File: config.mk
export PLATFORM = sky130hd
export DESIGN_NAME = lspcVramTop
export DESIGN_NICKNAME = d
export VERILOG_FILES = /design/src/verilog/lspcVramPkg.sv /design/src/verilog/cpuRegPort.sv /design/src/verilog/lspcVramTop.sv /design/src/verilog/vramSlotWriter.sv /design/src/verilog/vramWriteQueue.sv
export VERILOG_INCLUDE_DIRS = /design/src /design/src/include
export SDC_FILE = /design/constraint.sdc
export NUM_CORES = 1
export LEC_CHECK = 0
export ABC_AREA = 1
export BUFFER_PORTS_ARGS = -buffer_cell sky130_fd_sc_hd__buf_4
export CAP_MARGIN = 10
export CORE_MARGIN = 5
export CORE_UTILIZATION = 40
export DETAILED_ROUTE_END_ITERATION = 10
export PLACE_DENSITY_LB_ADDON = 0.25
export SYNTH_ARGS = -nofsm -noshare
export SYNTH_HDL_FRONTEND = slang
export SYNTH_HIERARCHICAL = 1
export SYNTH_SLANG_ARGS = --single-unit
File: constraint.sdc
create_clock -name CLK_24M -period 5 [get_ports CLK_24M]
set_input_delay 0.5 -clock CLK_24M [delete_from_list [all_inputs] [get_ports CLK_24M]]
set_output_delay 0.5 -clock CLK_24M [all_outputs]
set_load 0.01 [all_outputs]
File: src/include/lspcVram_config.svh
//====================================================================
// Widths and depths shared by RTL and testbench
// Queue depth must be a power of two, 2 or more
//====================================================================
`ifndef LSPC_VRAM_CONFIG_SVH
`define LSPC_VRAM_CONFIG_SVH

// VRAM word address, zone bit not included
`define LSPC_VRAM_ADDR_W 15

// CPU bus and VRAM data word
`define LSPC_DATA_W 16

// Pending write commands held between CPU and VRAM
`define LSPC_QUEUE_DEPTH 4

// CLK_24M cycles per memory slot group
// One of these cycles belongs to the CPU
`define LSPC_SLOT_PERIOD 4

`endif

File: src/verilog/lspcVramPkg.sv
//====================================================================
// Types shared by the VRAM write port and its testbench
//====================================================================
`default_nettype none

`include "lspcVram_config.svh"

package lspcVramPkg;

	// CPU register select, on the low address lines
	typedef enum logic [1:0]
	{
		regVramAddr = 2'd0,
		regVramRw = 2'd1,
		regVramMod = 2'd2,
		regStatus = 2'd3
	} regSel_e;

	// Address bit 15 picks the VRAM zone
	typedef enum logic
	{
		zoneLow = 1'b0,
		zoneHigh = 1'b1
	} vramZone_e;

	// One pending VRAM write
	typedef struct packed
	{
		vramZone_e zone;
		logic [`LSPC_VRAM_ADDR_W-1:0] addr;
		logic [`LSPC_DATA_W-1:0] data;
	} vramWrite_t;

	// Status word, overflow in bit 1 and pending in bit 0
	typedef struct packed
	{
		logic overflow;
		logic pending;
	} portStatus_t;

endpackage

`default_nettype wire

File: src/verilog/cpuRegPort.sv
//====================================================================
// CPU register port, no wait states; writes into a full queue are lost
// Data port reads return zero since VRAM reads are not supported
//====================================================================
`timescale 1ns/1ns
`default_nettype none

`include "lspcVram_config.svh"

module cpuRegPort
(
	input wire CLK_24M,
	input wire T73A_OUT,
	input lspcVramPkg::regSel_e cpuSel,
	input wire [`LSPC_DATA_W-1:0] cpuData,
	input wire cpuWriteN,
	input wire cpuReadN,
	input wire full,
	input wire queueNotEmpty,
	output lspcVramPkg::vramWrite_t pushCmd,
	output logic push,
	output logic [`LSPC_DATA_W-1:0] cpuReadData
);

	// Write strobe history for edge detect
	logic writeNPrev;
	logic writeFall;

	// Register file
	lspcVramPkg::vramZone_e zoneReg;
	logic [`LSPC_VRAM_ADDR_W-1:0] addrReg;
	logic [`LSPC_DATA_W-1:0] modReg;
	logic overflow;

	logic [`LSPC_VRAM_ADDR_W-1:0] nextAddr;
	lspcVramPkg::portStatus_t status;
	logic [`LSPC_DATA_W-1:0] readMux;

	// One count per CPU access, on strobe going low
	assign writeFall = writeNPrev & ~cpuWriteN;

	// Modulo add, carry out of bit 14 is lost so the zone stays put
	assign nextAddr = addrReg + modReg[`LSPC_VRAM_ADDR_W-1:0];

	assign status.overflow = overflow;
	assign status.pending = queueNotEmpty;

	//====================================================================
	// Register writes and command issue
	//====================================================================
	always_ff @(posedge CLK_24M or negedge T73A_OUT)
	begin
		if (!T73A_OUT)
		begin
			writeNPrev <= 1'b1;
			zoneReg <= lspcVramPkg::zoneLow;
			addrReg <= '0;
			modReg <= '0;
			overflow <= 1'b0;
			push <= 1'b0;
		end
		else
		begin
			writeNPrev <= cpuWriteN;
			push <= 1'b0;
			if (writeFall)
			begin
				case (cpuSel)
					lspcVramPkg::regVramAddr:
					begin
						zoneReg <= lspcVramPkg::vramZone_e'(cpuData[`LSPC_DATA_W-1]);
						addrReg <= cpuData[`LSPC_VRAM_ADDR_W-1:0];
					end
					lspcVramPkg::regVramRw:
					begin
						// No room, drop it and keep the address
						if (full)
							overflow <= 1'b1;
						else
						begin
							push <= 1'b1;
							addrReg <= nextAddr;
						end
					end
					lspcVramPkg::regVramMod:
						modReg <= cpuData;
					default:
						;
				endcase
			end
		end
	end

	// Command payload, sampled with the current address
	always_ff @(posedge CLK_24M)
	begin
		if (writeFall && cpuSel == lspcVramPkg::regVramRw)
		begin
			pushCmd.zone <= zoneReg;
			pushCmd.addr <= addrReg;
			pushCmd.data <= cpuData;
		end
	end

	//====================================================================
	// Read back
	//====================================================================
	always_comb
	begin
		case (cpuSel)
			lspcVramPkg::regVramAddr: readMux = {zoneReg, addrReg};
			lspcVramPkg::regVramMod: readMux = modReg;
			lspcVramPkg::regStatus: readMux = `LSPC_DATA_W'(status);
			default: readMux = '0;
		endcase
	end

	// Holds last value while read enable is high
	always_ff @(posedge CLK_24M or negedge T73A_OUT)
	begin
		if (!T73A_OUT)
			cpuReadData <= '0;
		else if (!cpuReadN)
			cpuReadData <= readMux;
	end

	// Queue must never see a push while it reports full
	pushNotFull: assert property (@(posedge CLK_24M) disable iff (!T73A_OUT)
		!(push && full))
		else $error("push issued while queue full");

endmodule

`default_nettype wire

File: src/verilog/lspcVramTop.sv
//====================================================================
// CPU to VRAM write path, register port to FIFO to slot writer
//====================================================================
`timescale 1ns/1ns
`default_nettype none

`include "lspcVram_config.svh"

module lspcVramTop
(
	input wire CLK_24M,
	input wire T73A_OUT,
	input lspcVramPkg::regSel_e cpuSel,
	input wire [`LSPC_DATA_W-1:0] cpuData,
	input wire cpuWriteN,
	input wire cpuReadN,
	output logic [`LSPC_DATA_W-1:0] cpuReadData,
	output logic [`LSPC_VRAM_ADDR_W-1:0] vramAddr,
	output logic [`LSPC_DATA_W-1:0] vramData,
	output logic lowWrite,
	output logic highWrite
);

	// Producer to queue
	lspcVramPkg::vramWrite_t pushCmd;
	logic push;
	logic full;

	// Queue to consumer
	lspcVramPkg::vramWrite_t head;
	logic notEmpty;
	logic pop;

	cpuRegPort regPort
	(
		.CLK_24M(CLK_24M),
		.T73A_OUT(T73A_OUT),
		.cpuSel(cpuSel),
		.cpuData(cpuData),
		.cpuWriteN(cpuWriteN),
		.cpuReadN(cpuReadN),
		.full(full),
		.queueNotEmpty(notEmpty),
		.pushCmd(pushCmd),
		.push(push),
		.cpuReadData(cpuReadData)
	);

	vramWriteQueue #(.DEPTH(`LSPC_QUEUE_DEPTH)) writeQueue
	(
		.CLK_24M(CLK_24M),
		.T73A_OUT(T73A_OUT),
		.pushCmd(pushCmd),
		.push(push),
		.pop(pop),
		.head(head),
		.notEmpty(notEmpty),
		.full(full)
	);

	vramSlotWriter slotWriter
	(
		.CLK_24M(CLK_24M),
		.T73A_OUT(T73A_OUT),
		.head(head),
		.notEmpty(notEmpty),
		.pop(pop),
		.vramAddr(vramAddr),
		.vramData(vramData),
		.lowWrite(lowWrite),
		.highWrite(highWrite)
	);

endmodule

`default_nettype wire

File: src/verilog/vramSlotWriter.sv
//====================================================================
// Drains the queue in CPU slots only, one write per slot period
// Video fetch slots are left idle
//====================================================================
`timescale 1ns/1ns
`default_nettype none

`include "lspcVram_config.svh"

module vramSlotWriter
(
	input wire CLK_24M,
	input wire T73A_OUT,
	input lspcVramPkg::vramWrite_t head,
	input wire notEmpty,
	output logic pop,
	output logic [`LSPC_VRAM_ADDR_W-1:0] vramAddr,
	output logic [`LSPC_DATA_W-1:0] vramData,
	output logic lowWrite,
	output logic highWrite
);

	localparam int SLOT_W = $clog2(`LSPC_SLOT_PERIOD);

	// Free running slot position
	logic [SLOT_W-1:0] slotCnt;
	logic cpuSlot;

	// Slot 0 of each period is the CPU one
	assign cpuSlot = (slotCnt == '0);

	// Take the head only when something waits
	assign pop = cpuSlot & notEmpty;

	always_ff @(posedge CLK_24M or negedge T73A_OUT)
	begin
		if (!T73A_OUT)
			slotCnt <= '0;
		else if (slotCnt == SLOT_W'(`LSPC_SLOT_PERIOD - 1))
			slotCnt <= '0;
		else
			slotCnt <= slotCnt + 1'b1;
	end

	//====================================================================
	// VRAM write ports, one cycle after the pop
	//====================================================================
	always_ff @(posedge CLK_24M or negedge T73A_OUT)
	begin
		if (!T73A_OUT)
		begin
			lowWrite <= 1'b0;
			highWrite <= 1'b0;
		end
		else
		begin
			// Strobe of the command's zone only
			lowWrite <= pop && (head.zone == lspcVramPkg::zoneLow);
			highWrite <= pop && (head.zone == lspcVramPkg::zoneHigh);
		end
	end

	// Address and data follow the popped entry
	always_ff @(posedge CLK_24M)
	begin
		if (pop)
		begin
			vramAddr <= head.addr;
			vramData <= head.data;
		end
	end

	zoneExclusive: assert property (@(posedge CLK_24M) disable iff (!T73A_OUT)
		!(lowWrite && highWrite))
		else $error("both VRAM zones written at once");

endmodule

`default_nettype wire

File: src/verilog/vramWriteQueue.sv
//====================================================================
// Pending write FIFO, DEPTH a power of two and at least 2
// Caller keeps push off when full and pop off when empty
//====================================================================
`timescale 1ns/1ns
`default_nettype none

`include "lspcVram_config.svh"

module vramWriteQueue
#(
	parameter int DEPTH = `LSPC_QUEUE_DEPTH
)
(
	input wire CLK_24M,
	input wire T73A_OUT,
	input lspcVramPkg::vramWrite_t pushCmd,
	input wire push,
	input wire pop,
	output lspcVramPkg::vramWrite_t head,
	output logic notEmpty,
	output logic full
);

	localparam int PTR_W = $clog2(DEPTH);

	lspcVramPkg::vramWrite_t mem [DEPTH];

	// Pointers wrap on their own width
	logic [PTR_W-1:0] wrPtr;
	logic [PTR_W-1:0] rdPtr;
	logic [PTR_W:0] count;

	assign head = mem[rdPtr];
	assign notEmpty = (count != '0);
	assign full = (count == (PTR_W+1)'(DEPTH));

	// Storage
	always_ff @(posedge CLK_24M)
	begin
		if (push)
			mem[wrPtr] <= pushCmd;
	end

	// Pointers and occupancy
	always_ff @(posedge CLK_24M or negedge T73A_OUT)
	begin
		if (!T73A_OUT)
		begin
			wrPtr <= '0;
			rdPtr <= '0;
			count <= '0;
		end
		else
		begin
			if (push)
				wrPtr <= wrPtr + 1'b1;
			if (pop)
				rdPtr <= rdPtr + 1'b1;
			// Both at once leaves the count alone
			case ({push, pop})
				2'b10: count <= count + 1'b1;
				2'b01: count <= count - 1'b1;
				default: count <= count;
			endcase
		end
	end

	noPushFull: assert property (@(posedge CLK_24M) disable iff (!T73A_OUT)
		push |-> !full)
		else $error("queue overrun");

	noPopEmpty: assert property (@(posedge CLK_24M) disable iff (!T73A_OUT)
		pop |-> notEmpty)
		else $error("queue underrun");

endmodule

`default_nettype wire
# ---- After elaboration in Yosys (flattened, before gate mapping)
# Memory sizes are Yosys's and may differ from the RTL's.
# Index checks and enable logic that the tools add are counted.
dict set report totals {
  regBits 125
  ramBits 128
  in_bits 22
  output_inout_bits 49
  elab_cells 59
  memories 1
}
# memory words width read_ports rd_ports_with_merged_regs write_ports line
set memory_table {}
lappend memory_table {writeQueue.mem 4 32 1 0 1 vramWriteQueue.sv:27} ;# lspcVramPkg::vramWrite_t mem [DEPTH];
dict set report classes {
  addsub 6
  eq_ne 8
  muxes 10
  bitwise_logic 4
  n_reduce_logical 12
}
# cell n
set ops {}
lappend ops {{$pmux 16 s3} 1}
lappend ops {{$pmux 15 s2} 1}
lappend ops {{$add 15x15->15} 1}
lappend ops {{$mux 15} 1}
lappend ops {{$eq 2x2->1 const B} 4}
lappend ops {{$add 2x1->2 const B} 3}
lappend ops {{$pmux 3 s2} 1}
lappend ops {{$reduce_and 3->1} 2}
lappend ops {{$mux 1} 5}
lappend ops {{$eq 2x1->1 const B} 2}
lappend ops {{$logic_not 2->1} 2}
lappend ops {{$reduce_and 2->1} 2}
lappend ops {{$reduce_bool 2->1} 2}
lappend ops {{$add 3x1->3 const B} 1}
lappend ops {{$eq 3x3->1 const B} 1}
lappend ops {{$logic_and 1x1->1} 3}
lappend ops {{$reduce_bool 3->1} 1}
lappend ops {{$sub 3x1->3 const B} 1}
lappend ops {{$and 1x1->1} 2}
lappend ops {{$mux 2} 1}
lappend ops {{$ne 2x2->1 const B} 1}
lappend ops {{$not 1->1} 2}

# ---- Logic depth before layout (Yosys ltp)
# Gate-level depths: netlist of the first run.
dict set report logic_depth {
  ltp_word 4
  ltp_mapped 12
  ltp_nobuf 12
}

# ---- Cells and area by module
# Netlist of the first run, hierarchy kept.
# module n_inst cells_each area_each_um2 seq_area_each_um2
set modules_own_cells {}
lappend modules_own_cells {vramWriteQueue 1 484 5557.8 4018.9}
lappend modules_own_cells {cpuRegPort 1 456 4080.2 2238.4}
lappend modules_own_cells {vramSlotWriter 1 45 1086.0 1031.0}

# ---- Least setup slack after synthesis of the first run
# OpenSTA, ideal clock, no wires.
dict set report synth_timing {
  path_type {register -> register}
  start {register slotWriter.slotCnt[0]}
  end {register writeQueue.count[1]}
  setup_ns 0.117
  arrival_time_ns 2.167
  required_time_ns 4.883
  path_slack_ns 2.717
  path_stages_with_launch 9
  n_path_buf 0
  period_less_slack_ns 2.283
  path_cell_list {dfrtp_1 -> inv_1 -> ha_1 -> nand2_1 -> inv_1 -> ha_1 -> fa_1 -> nand2_1 -> nand2_1}
}
dict set report synth_via {
  elab_chain_len 4
  elab_cells_between_ends 6
  cone_classes {eq/ne: 2; mux: 1; bitwise: 1; reduce/logical: 2}
}
# item line
set synth_lines {}
lappend synth_lines {{from (decl)} vramSlotWriter.sv:26} ;# logic [SLOT_W-1:0] slotCnt;
lappend synth_lines {{from (signal assigned)} vramSlotWriter.sv:42} ;# slotCnt <= slotCnt + 1'b1;
lappend synth_lines {{$logic_not 2->1 *} vramSlotWriter.sv:30} ;# assign cpuSlot = (slotCnt == '0);
lappend synth_lines {{$and 1x1->1 *} vramSlotWriter.sv:33} ;# assign pop = cpuSlot & notEmpty;
lappend synth_lines {{named net pop} lspcVramTop.sv:32} ;# logic pop;
lappend synth_lines {{$eq 2x1->1 or $eq 2x2->1 (tied branches)} vramWriteQueue.sv:61} ;# case ({push, pop})
lappend synth_lines {{$pmux 3 s2 or $reduce_bool 2->1 (tied branches)} n/a}
lappend synth_lines {{to (signal assigned)} vramWriteQueue.sv:62} ;# 2'b10: count <= count + 1'b1;
lappend synth_lines {{to (signal assigned)} vramWriteQueue.sv:63} ;# 2'b01: count <= count - 1'b1;
lappend synth_lines {{to (signal assigned)} vramWriteQueue.sv:64} ;# default: count <= count;
lappend synth_lines {{to (decl)} vramWriteQueue.sv:32} ;# logic [PTR_W:0] count;
# The timed path passes the listed nets; every way through them passes the cells marked *.
# A chain may end at the register's enable or synchronous reset.

# ---- Final worst setup path of the first run
dict set report layout_timing {
  start {register writeQueue.count[0]}
  end {register regPort.addrReg[1]}
}
dict set report layout_via {
  elab_chain_len 3
}
# item line
set layout_lines {}
lappend layout_lines {{$eq 3x3->1} vramWriteQueue.sv:36} ;# assign full = (count == (PTR_W+1)'(DEPTH));
lappend layout_lines {{named net full} lspcVramTop.sv:27} ;# logic full;
lappend layout_lines {{$ne 2x2->1 (no line)} n/a}
lappend layout_lines {{$reduce_and 3->1 (no line)} n/a}
lappend layout_lines {{to (signal assigned)} cpuRegPort.sv:72} ;# addrReg <= cpuData[`LSPC_VRAM_ADDR_W-1:0];
lappend layout_lines {{to (signal assigned)} cpuRegPort.sv:82} ;# addrReg <= nextAddr;
lappend layout_lines {{to (decl)} cpuRegPort.sv:31} ;# logic [`LSPC_VRAM_ADDR_W-1:0] addrReg;
# The timed path passes the listed nets, and every way through them passes these cells.

==> results of run 1 <==
## layout make-up
type	instances	area [um^2]	share of cell area, %
flip-flops and latches	253	7290	58.7
multi-input cells	558	2740	22.0
clock buffers	34	722	5.81
repair buffers	75	583	4.70
inverters	142	533	4.29
well taps	341	427	3.44
clock inverters	14	125	1.01
## worst max path at each step
stage / endpoint / depth (start not counted) / from
5_1_grt: regPort/addrReg[1] / 6 / writeQueue/count[0]
2_1_floorplan: writeQueue/count[1] / 8 / slotWriter/slotCnt[0]
3_3_place_gp: regPort/pushCmd[10] / 5 / cpuSel[0]
3_5_place_dp: regPort/pushCmd[14] / 5 / cpuSel[0]
4_1_cts: regPort/addrReg[1] / 6 / writeQueue/count[0]
6_report: regPort/addrReg[1] / 6 / writeQueue/count[0]
## through the flow
step / utilization (%) / hold WS, ns / total power [W]
after floorplan: - / 0.204 / 0.00394
after global placement: 43.3 / 0.443 / 0.00446
after detailed placement: 43.3 / 0.441 / 0.00449
after CTS: 46.5 / 0.0719 / 0.00640
after global routing: 46.6 / 0.0658 / 0.00677
final: 46.6 / 0.0758 / 0.00635
## layout by cell type, fill, tap and decap left out, types with 6 or more instances in the layout
master,synthesis,final
inv_1,138,134
a21oi_1,44,44
xor2_1,7,7
a21oi_2,6,6
o21ai_0,11,11
nand2_1,281,281
nand3_1,25,25
mux2_2,6,6
o211ai_1,34,34
clkbuf_16,0,27
ha_1,21,21
dfrtp_1,61,60
clkinv_1,0,8
nor2_1,95,95
edfxtp_1,191,191
buf_4,2,74
## cells by family (layout without fill, tap and decap cells)
logic type,count (synthesis),in the layout
DFF,253,253
AOI/OAI and AO/OA,105,105
xor gates and xnor gates,9,9
muxes,6,6
buffers and inverters,174,265
and+or+nand+nor,415,415
adders and majority gates,23,23
## power by group through the flow
stage | sequential, W | combinational (W) | clock (W)
3_3_place_gp | 0.00296 | 0.00150 | 0
5_1_grt | 0.00289 | 0.00184 | 0.00203
3_5_place_dp | 0.00297 | 0.00152 | 0
2_1_floorplan | 0.00286 | 0.00107 | 0
4_1_cts | 0.00292 | 0.00153 | 0.00195
6_report | 0.00285 | 0.00160 | 0.00190
## layer usage
| layer | part of all wire [%] | wire, um | GRT usage, % | vias up |
|---|---|---|---|---|
| li1 | - | - | - | 3369 |
| met1 | 47 | 9770 | 19.4 | 3122 |
| met2 | 48 | 10000 | 23.1 | 115 |
| met3 | 4.6 | 957 | 2.22 | 19 |
| met4 | 1.0 | 210 | 2.77 | 0 |
| met5 | 0 | 0 | 0 | - |
## sequential cells by signal, summed over array words and instances (netlist names)
name,cells
writeQueue/mem,128
regPort/writeNPrev,1
writeQueue/count,3
regPort/push,1
slotWriter/slotCnt,2
slotWriter/vramData,16
slotWriter/highWrite,1
regPort/pushCmd,32
slotWriter/lowWrite,1
regPort/zoneReg,1
writeQueue/wrPtr,2
regPort/cpuReadData,16
regPort/addrReg,15
writeQueue/rdPtr,2
slotWriter/vramAddr,15
regPort/overflow,1
regPort/modReg,16
==> summary.md, run 1 <==
| Metric | Value |
|---|---|
| Status | `finished clean` |
| Worst-Margin Slew | `1.14 ns` |
| 1st-pass router iterations | `5` |
| Final Cell Area | `~12000 um^2` |
| Critical path class | `register to register` |
| Top cells by area, synth | `edfxtp_1 53%, dfrtp_1 14%, nand2_1 9.8%` |
| Ys async rst share | `about a quarter` |
| Vias after detailed routing | `6625` |
| Part of the power in registers | `44.8%` |
| Inserted Diodes | `0` |
| Initial antenna violation count | `0` |
| Net count after synthesis | `approximately 1000` |
| Max Freq | `453 MHz` |
| R2r setup slk | `2.79 ns` |
| Crit-path cells | `nor3_1, a21oi_1, nand2_1, inv_1, o211ai_1, o21ai_0` |
| Vias in the first global route | `approximately 6400` |
| Drt total wl | `21000 um` |
| Die Height | `174 um` |
| Clk network pwr share | `29.9%` |
| Critical path's largest stage delay | `around 0.62 ns` |
| Post-synth top cells | `281 x nand2_1, 191 x edfxtp_1, 138 x inv_1, 95 x nor2_1, 61 x dfrtp_1` |
| Post-CTS Setup Repair Bufs | `0` |
| Setup violations, final | `0` |
| Yosys top cell area share | `between 50% and 60%` |
| HP Class | `input pin to asynchronous set/reset pin` |
| Post-synthesis xor/xnor area fraction | `0.735%` |
| First-pass GRT wire length | `roughly 34000 um` |
| Endpoint kind of the worst setup timing path | `register` |
| Syn Area/Cell | `10.9 um^2` |
| Main combinational cell family by area after synthesis | `simple AND/OR/NAND/NOR gates` |
| RR Endpoint | `regPort/addrReg[1]` |
| Buf+Inv Stages, Crit Path | `1` |
| Yosys warning total | `6` |
| GRT Total Usage | `between 10% and 20%` |
| RSZ-0062 raised after global routing | `no` |
| CP Max Fanout | `23` |
| Gp weighted congestion | `0.872` |
| Max-slew violations | `0` |
| Finished Layout Cells | `1417` |
| Final ANT Viol Nets | `0` |
| Yosys reg bits | `253` |
| Global route overflow | `0` |
| Fin nets | `1101` |
| Worst R2R Path Depth | `6` |
| Adder-Cell Fraction of Synth Area | `2.82%` |
| Clock sinks | `253` |
| Reg clk slew, reported paths | `about 0.060 ns` |
| Crit path DAT | `2.60 ns` |
| Top_reg_cell synth | `edfxtp_1` |
| Placed cells | `1368` |
| CTS tree | `yes` |
| Gate power share | `25.2%` |
| Max cap viols | `0` |
| Final setup TNS | `0 ns` |
| # fillers | `2455` |
| Hold Fails Final Rpt | `0` |
| # H-tree levels | `1` |
| Setup slack after placement | `2.57 ns` |
| Clk Latency, worst-skew pair | `0.52 ns` |
| Final WS setup | `~2.8 ns` |
| Wirelength per Cell | `~15 um` |
| Row cnt | `60` |
| Internal power | `roughly 0.0044 W` |
| Leading area contributor after synthesis | `edfxtp_1` |
| Final Cycle Share | `44.1%` |
| First-iteration detailed-routing DRC count | `433` |
| Die footprint | `30200 um^2` |
| Largest net degree at the start of global routing | `131` |
| Ports | `71` |
| Core Region | `~27000 um^2` |
| Net Sw Power | `0.00197 W` |
| Critical path's slowest cell | `nand2_1` |
| Minimum clock period | `between 2 and 2.5 ns` |
| Mapped cell area | `10700 um^2` |
| Root buf cell | `clkbuf_16` |
| Area grow syn2layout | `15.8%` |
| Critical Path RT | `5.39 ns` |
| Complex-gate fraction of the synthesized area | `6.01%` |
| Die Width | `174 um` |
| Setup Skew | `0.0115 ns` |
| Worst VDD drop | `0.000290 V` |
| # hold bufs at CTS | `0` |
| Via density per instance | `4.68` |
| Relative slew slack | `23.7%` |
| Placed Area | `between 10000 and 15000 um^2` |
| Leakage | `5.32 nW` |
| Area share of and/or/nand/nor cells after synthesis | `15.3%` |
| Pwr/cell area | `511 nW/um^2` |
| Most common cell in the synthesized netlist | `nand2_1` |
| TritonCTS Buffers | `26` |
| Netlist cell types | `32` |
| CP delay by family, top | `simple AND/OR/NAND/NOR gates` |
| EDFF count, synth | `191` |
| Seq/Total Area, Yosys | `68.0%` |
| Reg2reg start | `writeQueue/count[0]` |
| Max Root-Sink Buffers | `3` |
| Residual DRC | `0` |
| Port-buffer cells | `70` |
| Critical Path Source Type | `register` |
| Initial cell density of the core | `40.2%` |
| Syn Inst Count | `985` |
| # resized after CTS | `0` |
| Multiplexer area fraction after synthesis | `less than 1%` |
| Share of cells above drive strength 1 | `12.8%` |
| Sw Ratio | `31.0%` |
| HPWL after DPL | `between 10000 and 15000 um` |
(Power assumes the default switching activity.)
==> run 2: changes to the inputs <==
- clock period: 5 -> 1.9 ns (I/O delays scaled with it)
==> run 2 against run 1 <==
Fmax grew 27%; first-iteration DRC count shrank 12%; count of clock-buffer cells in the layout grew 4; combinational power grew to 2.9 times the previous value; sequential power grew to 2.6 times the previous value; routed wire length grew 0.87%; global-route usage grew 0.20 points; final cell count grew 2.7%; worst hold slack lost 0.044 ns; clock skew shrank 0.0022 ns; register-to-register slack lost 2.6 ns; largest cell class unchanged.
==> summary.md, run 2 (synthesis gave the netlist of run 1 again) <==
| Metric | Value |
|---|---|
| Pwr/cell area | `1310 nW/um^2` |
| # H-tree levels | `1` |
| Placed cells | `1387` |
| CTS tree | `yes` |
| Max-slew violations | `0` |
| Placed Area | `between 10000 and 15000 um^2` |
| Fin nets | `1139` |
| Crit-path cells | `nor2_1, nand2_1, nand2_2, clkinvlp_4, ha_4, fa_2, nand2_1, nand3_1, nand2_1, nand2_1` |
| Residual DRC | `0` |
| Critical Path Source Type | `register` |
| Clk Latency, worst-skew pair | `0.52 ns` |
| Hold_sp | `cpuReadN` |
| Die Height | `174 um` |
| HPWL after DPL | `14200 um` |
| Most frequent cells in the layout | `280 x nand2_1, 191 x edfxtp_1, 136 x inv_1` |
| Global route overflow | `0` |
| Row cnt | `60` |
| Die footprint | `30200 um^2` |
| Vias after detailed routing | `around 6800` |
| Wirelength per Cell | `14.5 um` |
| Top reg by flops | `writeQueue/mem` |
| Share of cells above drive strength 1 | `between 10 and 15%` |
| Commonest non-fill, non-tap cell in the layout | `nand2_1` |
| Critical path's slowest cell | `dfrtp_1` |
| CP Max Fanout | `4` |
| Final hold slack | `0.0313 ns` |
| Port-buffer cells | `70` |
| Via density per instance | `about 4.7` |
| Root buf cell | `clkbuf_16` |
| Status | `finished clean` |
| TritonCTS Buffers | `26` |
| Endpoint kind of the worst setup timing path | `register` |
| Inserted Diodes | `0` |
| Drt total wl | `21100 um` |
| 1st-pass router iterations | `5` |
| Final Cell Area | `12900 um^2` |
| Vias in the first global route | `6580` |
| Max Root-Sink Buffers | `3` |
| Core Region | `26700 um^2` |
| Crit path DAT | `2.15 ns` |
| Core Util, Final | `between 40% and 50%` |
| Biggest regs | `writeQueue/mem (128), regPort/pushCmd (32)` |
| Post-CTS Setup Repair Bufs | `0` |
| First-iteration detailed-routing DRC count | `383` |
| Area grow syn2layout | `20.2%` |
| Critical path's largest stage delay | `0.42 ns` |
| Max reg flops | `128` |
| Final setup TNS | `0 ns` |
| Leakage | `5.54 nW` |
| Setup Skew | `between 0.009 and 0.01 ns` |
| GRT Total Usage | `14.0%` |
| HP Class | `input pin to register` |
| Setup violations, final | `0` |
| Worst VDD drop | `0.000599 V` |
| Worst setup path startpoint | `writeQueue/count[1]` |
| Largest net degree at the start of global routing | `65` |
| Cell mode on critical path | `nand2_1` |
| Die Width | `roughly 170 um` |
| Worst-Margin Slew | `approximately 0.57 ns` |
| Gp weighted congestion | `about 0.9` |
| Minimum clock period | `1.74 ns` |
| First-pass GRT wire length | `34400 um` |
| Critical path class | `register to register` |
| Relative slew slack | `61.7%` |
| Critical Path RT | `2.32 ns` |
| Max Freq | `575 MHz` |
| Final Cycle Share | `between 90% and 100%` |
| Initial antenna violation count | `0` |
| Max cap viols | `0` |
| Reg2reg start | `writeQueue/count[1]` |
| Buf+Inv Stages, Crit Path | `1` |
| Final ANT Viol Nets | `0` |
| Clock sinks | `253` |
| RSZ-0062 raised after global routing | `no` |
| CP delay by family, top | `simple AND/OR/NAND/NOR gates` |
| Hold Fails Final Rpt | `0` |
| Reg clk slew, reported paths | `0.06 ns` |
| Finished Layout Cells | `1455` |
| Ports | `71` |
| Initial cell density of the core | `between 40 and 50%` |
## run 2: worst paths after layout
kind                       depth (start not counted)  slack (ns)                     end
max in group asynchronous                          3        1.20      regPort/writeNPrev
min reg2reg                                        1        0.46   slotWriter/slotCnt[0]
max reg2reg                                       10        0.16     writeQueue/count[2]
max                                               10        0.16     writeQueue/count[2]
min                                                3        0.03  regPort/cpuReadData[1]
min in group asynchronous                          2        0.13  regPort/cpuReadData[0]
## run 2: tightest hold or removal path, cell delays in order
cell and delay [ns]:
buf_4 0.18, nand2_1 0.08, nand2_1 0.06
## run 2: area by class of cell
type,count,area (um^2)
clock buffers,38,747
repair buffers,113,1010
clock inverters,10,100
inverters,142,537
well taps,341,427
fillers,2370,13800
flip-flops and latches,253,7290
multi-input cells,558,2780
## run 2: power by group
| part | internal [W] | total (W) | switching [W] |
|---|---|---|---|
| Clock | 0.00299 | 0.00496 | 0.00197 |
| Sequential | 0.00688 | 0.00739 | 0.000512 |
| Combinational | 0.00189 | 0.00457 | 0.00268 |
## run 2: repair_timing
item,4_1_cts,5_1_grt
hold endpoints to repair,97,0
endpoints found under the setup margin,0,6
hold buffers,20,0
resized for setup,0,7
## run 2: routing by layer
layer / share of wire (%) / vias to the layer above / GRT usage, %
met3: 4.3 / 27 / 2.55
li1: - / 3449 / -
met2: 47 / 122 / 22.9
met5: 0 / - / 0
met4: 1.9 / 0 / 3.79
met1: 47 / 3193 / 19.5
## run 2: metrics by stage
step                worst slack [ns]  total power, W
floorplan                     -0.292          0.0104
global placement               0.136          0.0120
detailed placement             0.111          0.0121
CTS                           0.0938          0.0171
global route                 0.00144          0.0181
finish                         0.161          0.0169
==> run 3: changes to the inputs <==
- ABC_AREA: 1 -> default
- clock period: 1.9 -> 1.7 ns (I/O delays scaled with it)
==> run 3 against run 2 <==
The flow now finishes with violations (setup timing); routed wire length grew 2.0%; count of clock-buffer cells in the layout grew 2; first-iteration DRC count shrank 24%; power grew 15%; critical path depth shrank 1; worst hold slack gained 0.016 ns; synthesized cell count shrank 42%; fmax shrank 11%; sequential share of layout area shrank 0.51 points; non-clock buffer count grew 72; sequential power grew 11%; sequential cell count is the same; critical endpoint is now regPort/addrReg[6]; largest cell class unchanged; highest routed layer is now met5.
==> summary.md, run 3 <==
| Metric | Value |
|---|---|
| Critical path's largest stage delay | `0.36 ns` |
| Part of the power in registers | `42.1%` |
| Top reg by flops | `writeQueue/mem` |
| Placed cells | `1036` |
| Worst-Margin Slew | `0.431 ns` |
| TritonCTS Buffers | `26` |
| 1st-pass router iterations | `5` |
| CP Max Fanout | `3` |
| RSZ-0062 raised after global routing | `yes` |
| Complex-gate fraction of the synthesized area | `4.43%` |
| Pwr/cell area | `~1500 nW/um^2` |
| Crit path DAT | `between 2 and 2.5 ns` |
| Gate power share | `between 20% and 30%` |
| Netlist cell types | `53` |
| Commonest non-fill, non-tap cell in the layout | `edfxtp_1` |
| Critical Path RT | `2.13 ns` |
| Row cnt | `58` |
| Worst R2R Path Depth | `9` |
| Inserted Diodes | `0` |
| Ports | `71` |
| Fin nets | `between 800 and 900` |
| Seq/Total Area, Yosys | `72.5%` |
| Die Width | `169 um` |
| First-iteration detailed-routing DRC count | `just under 300` |
| Most common cell in the synthesized netlist | `edfxtp_1` |
| Yosys top cell area share | `57.1%` |
| EDFF count, synth | `191` |
| Area grow syn2layout | `29.4%` |
| Syn Area/Cell | `~18 um^2` |
| Final setup TNS | `-2.10 ns` |
| RR Endpoint | `regPort/addrReg[6]` |
| Multiplexer area fraction after synthesis | `12.0%` |
| Yosys warning total | `6` |
| Status | `complete, but fails checks` |
| Share of cells above drive strength 1 | `38.5%` |
| Critical path's slowest cell | `dfrtp_1` |
| Internal power | `about 0.014 W` |
| Worst hold path depth | `3` |
| Post-synth top cells | `191 x edfxtp_1, 61 x dfrtp_1, 36 x nand2_1, 28 x mux4_2, 26 x o21ai_0` |
| Leading area contributor after synthesis | `edfxtp_1` |
| Core Region | `25000 um^2` |
| Sw Ratio | `27.5%` |
| Minimum clock period | `1.95 ns` |
| Net count after synthesis | `615` |
| Initial antenna violation count | `1` |
| Root buf cell | `clkbuf_16` |
| Max reg flops | `128` |
| # H-tree levels | `1` |
| First-pass GRT wire length | `between 30000 and 40000 um` |
| Clk Latency, worst-skew pair | `around 0.52 ns` |
| Hold Fails Final Rpt | `0` |
| Port-buffer cells | `70` |
| Residual DRC | `0` |
| CTS tree | `yes` |
| Vias after detailed routing | `5637` |
| Finished Layout Cells | `1111` |
| Max Freq | `roughly 500 MHz` |
| Setup Skew | `0.0145 ns` |
| HP Class | `input pin to register` |
| Critical Path Source Type | `register` |
| Yosys reg bits | `253` |
| Ys async rst share | `between 20% and 30%` |
| Clock sinks | `between 200 and 300` |
| Mapped cell area | `10000 um^2` |
| Top cells by area, synth | `edfxtp_1 57%, dfrtp_1 15%, mux4_2 6.3%` |
| Top_reg_cell synth | `edfxtp_1` |
| Post-synthesis xor/xnor area fraction | `0.872%` |
| Relative slew slack | `71.0%` |
| Failing checks | `setup timing` |
| WHS Endpoint | `regPort/cpuReadData[5]` |
| Reg2reg start | `regPort/modReg[0]` |
| Critical path class | `register to register` |
| Reg clk slew, reported paths | `~0.06 ns` |
| Setup violations, final | `13` |
| Global route overflow | `0` |
| HPWL after DPL | `14200 um` |
| Final ANT Viol Nets | `0` |
| Hold_sp | `cpuReadN` |
| Die Height | `169 um` |
| Vias in the first global route | `6048` |
| Final WS setup | `-0.250 ns` |
| Endpoint kind of the worst setup timing path | `register` |
| Area share of and/or/nand/nor cells after synthesis | `5.29%` |
| Worst VDD drop | `0.000690 V` |
| Max-slew violations | `0` |
| R2r setup slk | `-0.25 ns` |
| Wirelength per Cell | `a little under 20 um` |
| Total power | `slightly below 0.02 W` |
| Biggest regs | `writeQueue/mem (128), regPort/pushCmd (32)` |
| Final Cycle Share | `115%` |
| Largest net degree at the start of global routing | `40` |
| Crit-path cells | `ha_2, inv_2, fa_2, nor2b_4, o2111ai_4, nand2_2, nor2_1, or3_1, a31oi_1` |
| Die footprint | `28400 um^2` |
| Max Root-Sink Buffers | `3` |
| GRT Total Usage | `15.2%` |
| Syn Inst Count | `570` |
| Initial cell density of the core | `40.3%` |
| Most frequent cells in the layout | `191 x edfxtp_1, 153 x buf_4, 60 x dfrtp_1` |
| Adder-Cell Fraction of Synth Area | `under 10%` |
| Gp weighted congestion | `0.892` |
| Final hold slack | `0.0473 ns` |
| Core Util, Final | `a little over half` |
| Leakage | `4.97 nW` |
| Max cap viols | `0` |
| Clk network pwr share | `28.0%` |
| Main combinational cell family by area after synthesis | `multiplexers` |
| Net Sw Power | `0.00536 W` |
| Drt total wl | `21500 um` |
| Via density per instance | `approximately 5.1` |
==> run 3: cell count changes after synthesis, moves of 27 or more <==
cell,delta
inv_1,-128
a21oi_1,-27
nor2_1,-79
nand2_1,-245
o211ai_1,-33
mux4_2,+28
==> run 3: metal layers <==
| metal | global-route usage [%] | wire (um) | up-vias |
|---|---|---|---|
| met5 | 0 | 15 | - |
| met1 | 20.3 | 9160 | 2863 |
| met4 | 5.05 | 567 | 2 |
| met3 | 2.87 | 1110 | 39 |
| li1 | - | - | 2594 |
| met2 | 25.5 | 10700 | 139 |
==> run 3: area by class of cell <==
type | count | area, um^2
Clock buffer | 40 | 734
Clock inverter | 8 | 87.6
Inverter | 10 | 37.5
Tap cell | 330 | 413
Multi-Input combinational cell | 285 | 2880
Sequential cell | 253 | 7290
Fill cell | 2059 | 12000
Timing Repair Buffer | 185 | 1570
==> run 3: through the flow <==
stage / worst slack [ns] / instance area, um^2
6_report: -0.250 / 13000
4_1_cts: -0.253 / 12900
3_3_place_gp: -0.232 / 11700
3_5_place_dp: -0.287 / 11700
2_1_floorplan: -0.348 / 10200
5_1_grt: -0.339 / 13000
==> run 3: power by group through the flow <==
| stage | clock network, W | registers, W | logic, W |
|---|---|---|---|
| 2_1_floorplan | 0 | 0.00848 | 0.00288 |
| 3_3_place_gp | 0 | 0.00826 | 0.00526 |
| 3_5_place_dp | 0 | 0.00829 | 0.00535 |
| 4_1_cts | 0.00560 | 0.00821 | 0.00567 |
| 5_1_grt | 0.00587 | 0.00831 | 0.00634 |
| 6_report | 0.00545 | 0.00820 | 0.00583 |
==> run 3: how the worst max path moves through the flow <==
stage / depth (start not counted) / endpoint / slack, ns / startpoint
5_1_grt: 9 / regPort/addrReg[6] / -0.34 / regPort/modReg[0]
3_5_place_dp: 9 / regPort/addrReg[12] / -0.29 / regPort/addrReg[0]
3_3_place_gp: 9 / regPort/addrReg[6] / -0.23 / regPort/addrReg[0]
4_1_cts: 9 / regPort/addrReg[6] / -0.25 / regPort/addrReg[0]
6_report: 9 / regPort/addrReg[6] / -0.25 / regPort/modReg[0]
2_1_floorplan: 5 / writeQueue/count[1] / -0.35 / writeQueue/count[0]
==> run 3: what timing repair did <==
item	in CTS	in global routing
gates cloned	0	0
hold buffers	18	0
endpoints found under the hold margin	105	0
resized for setup	27	13
buffers inserted	8	3
pin swaps	20	9
endpoints found under the setup margin	14	17
==> run 3: critical path: cells and delay by family, from the launching register on <==
| kind | cells | cell delay (ns) |
|---|---|---|
| adder cells (fa/ha/maj) | 2 | 0.56 |
| flip-flops | 1 | 0.36 |
| buffers and inverters | 1 | 0.04 |
| AO/OA/AOI/OAI | 2 | 0.30 |
| AND/OR/NAND/NOR | 4 | 0.62 |
==> run 3: cells by family after synthesis <==
logic type | Yosys count
DFF | 253
and+or+nand+nor | 104
muxes | 76
AOI/OAI and AO/OA | 72
buffers and inverters | 32
adders and majority gates | 23
xor gates and xnor gates | 10
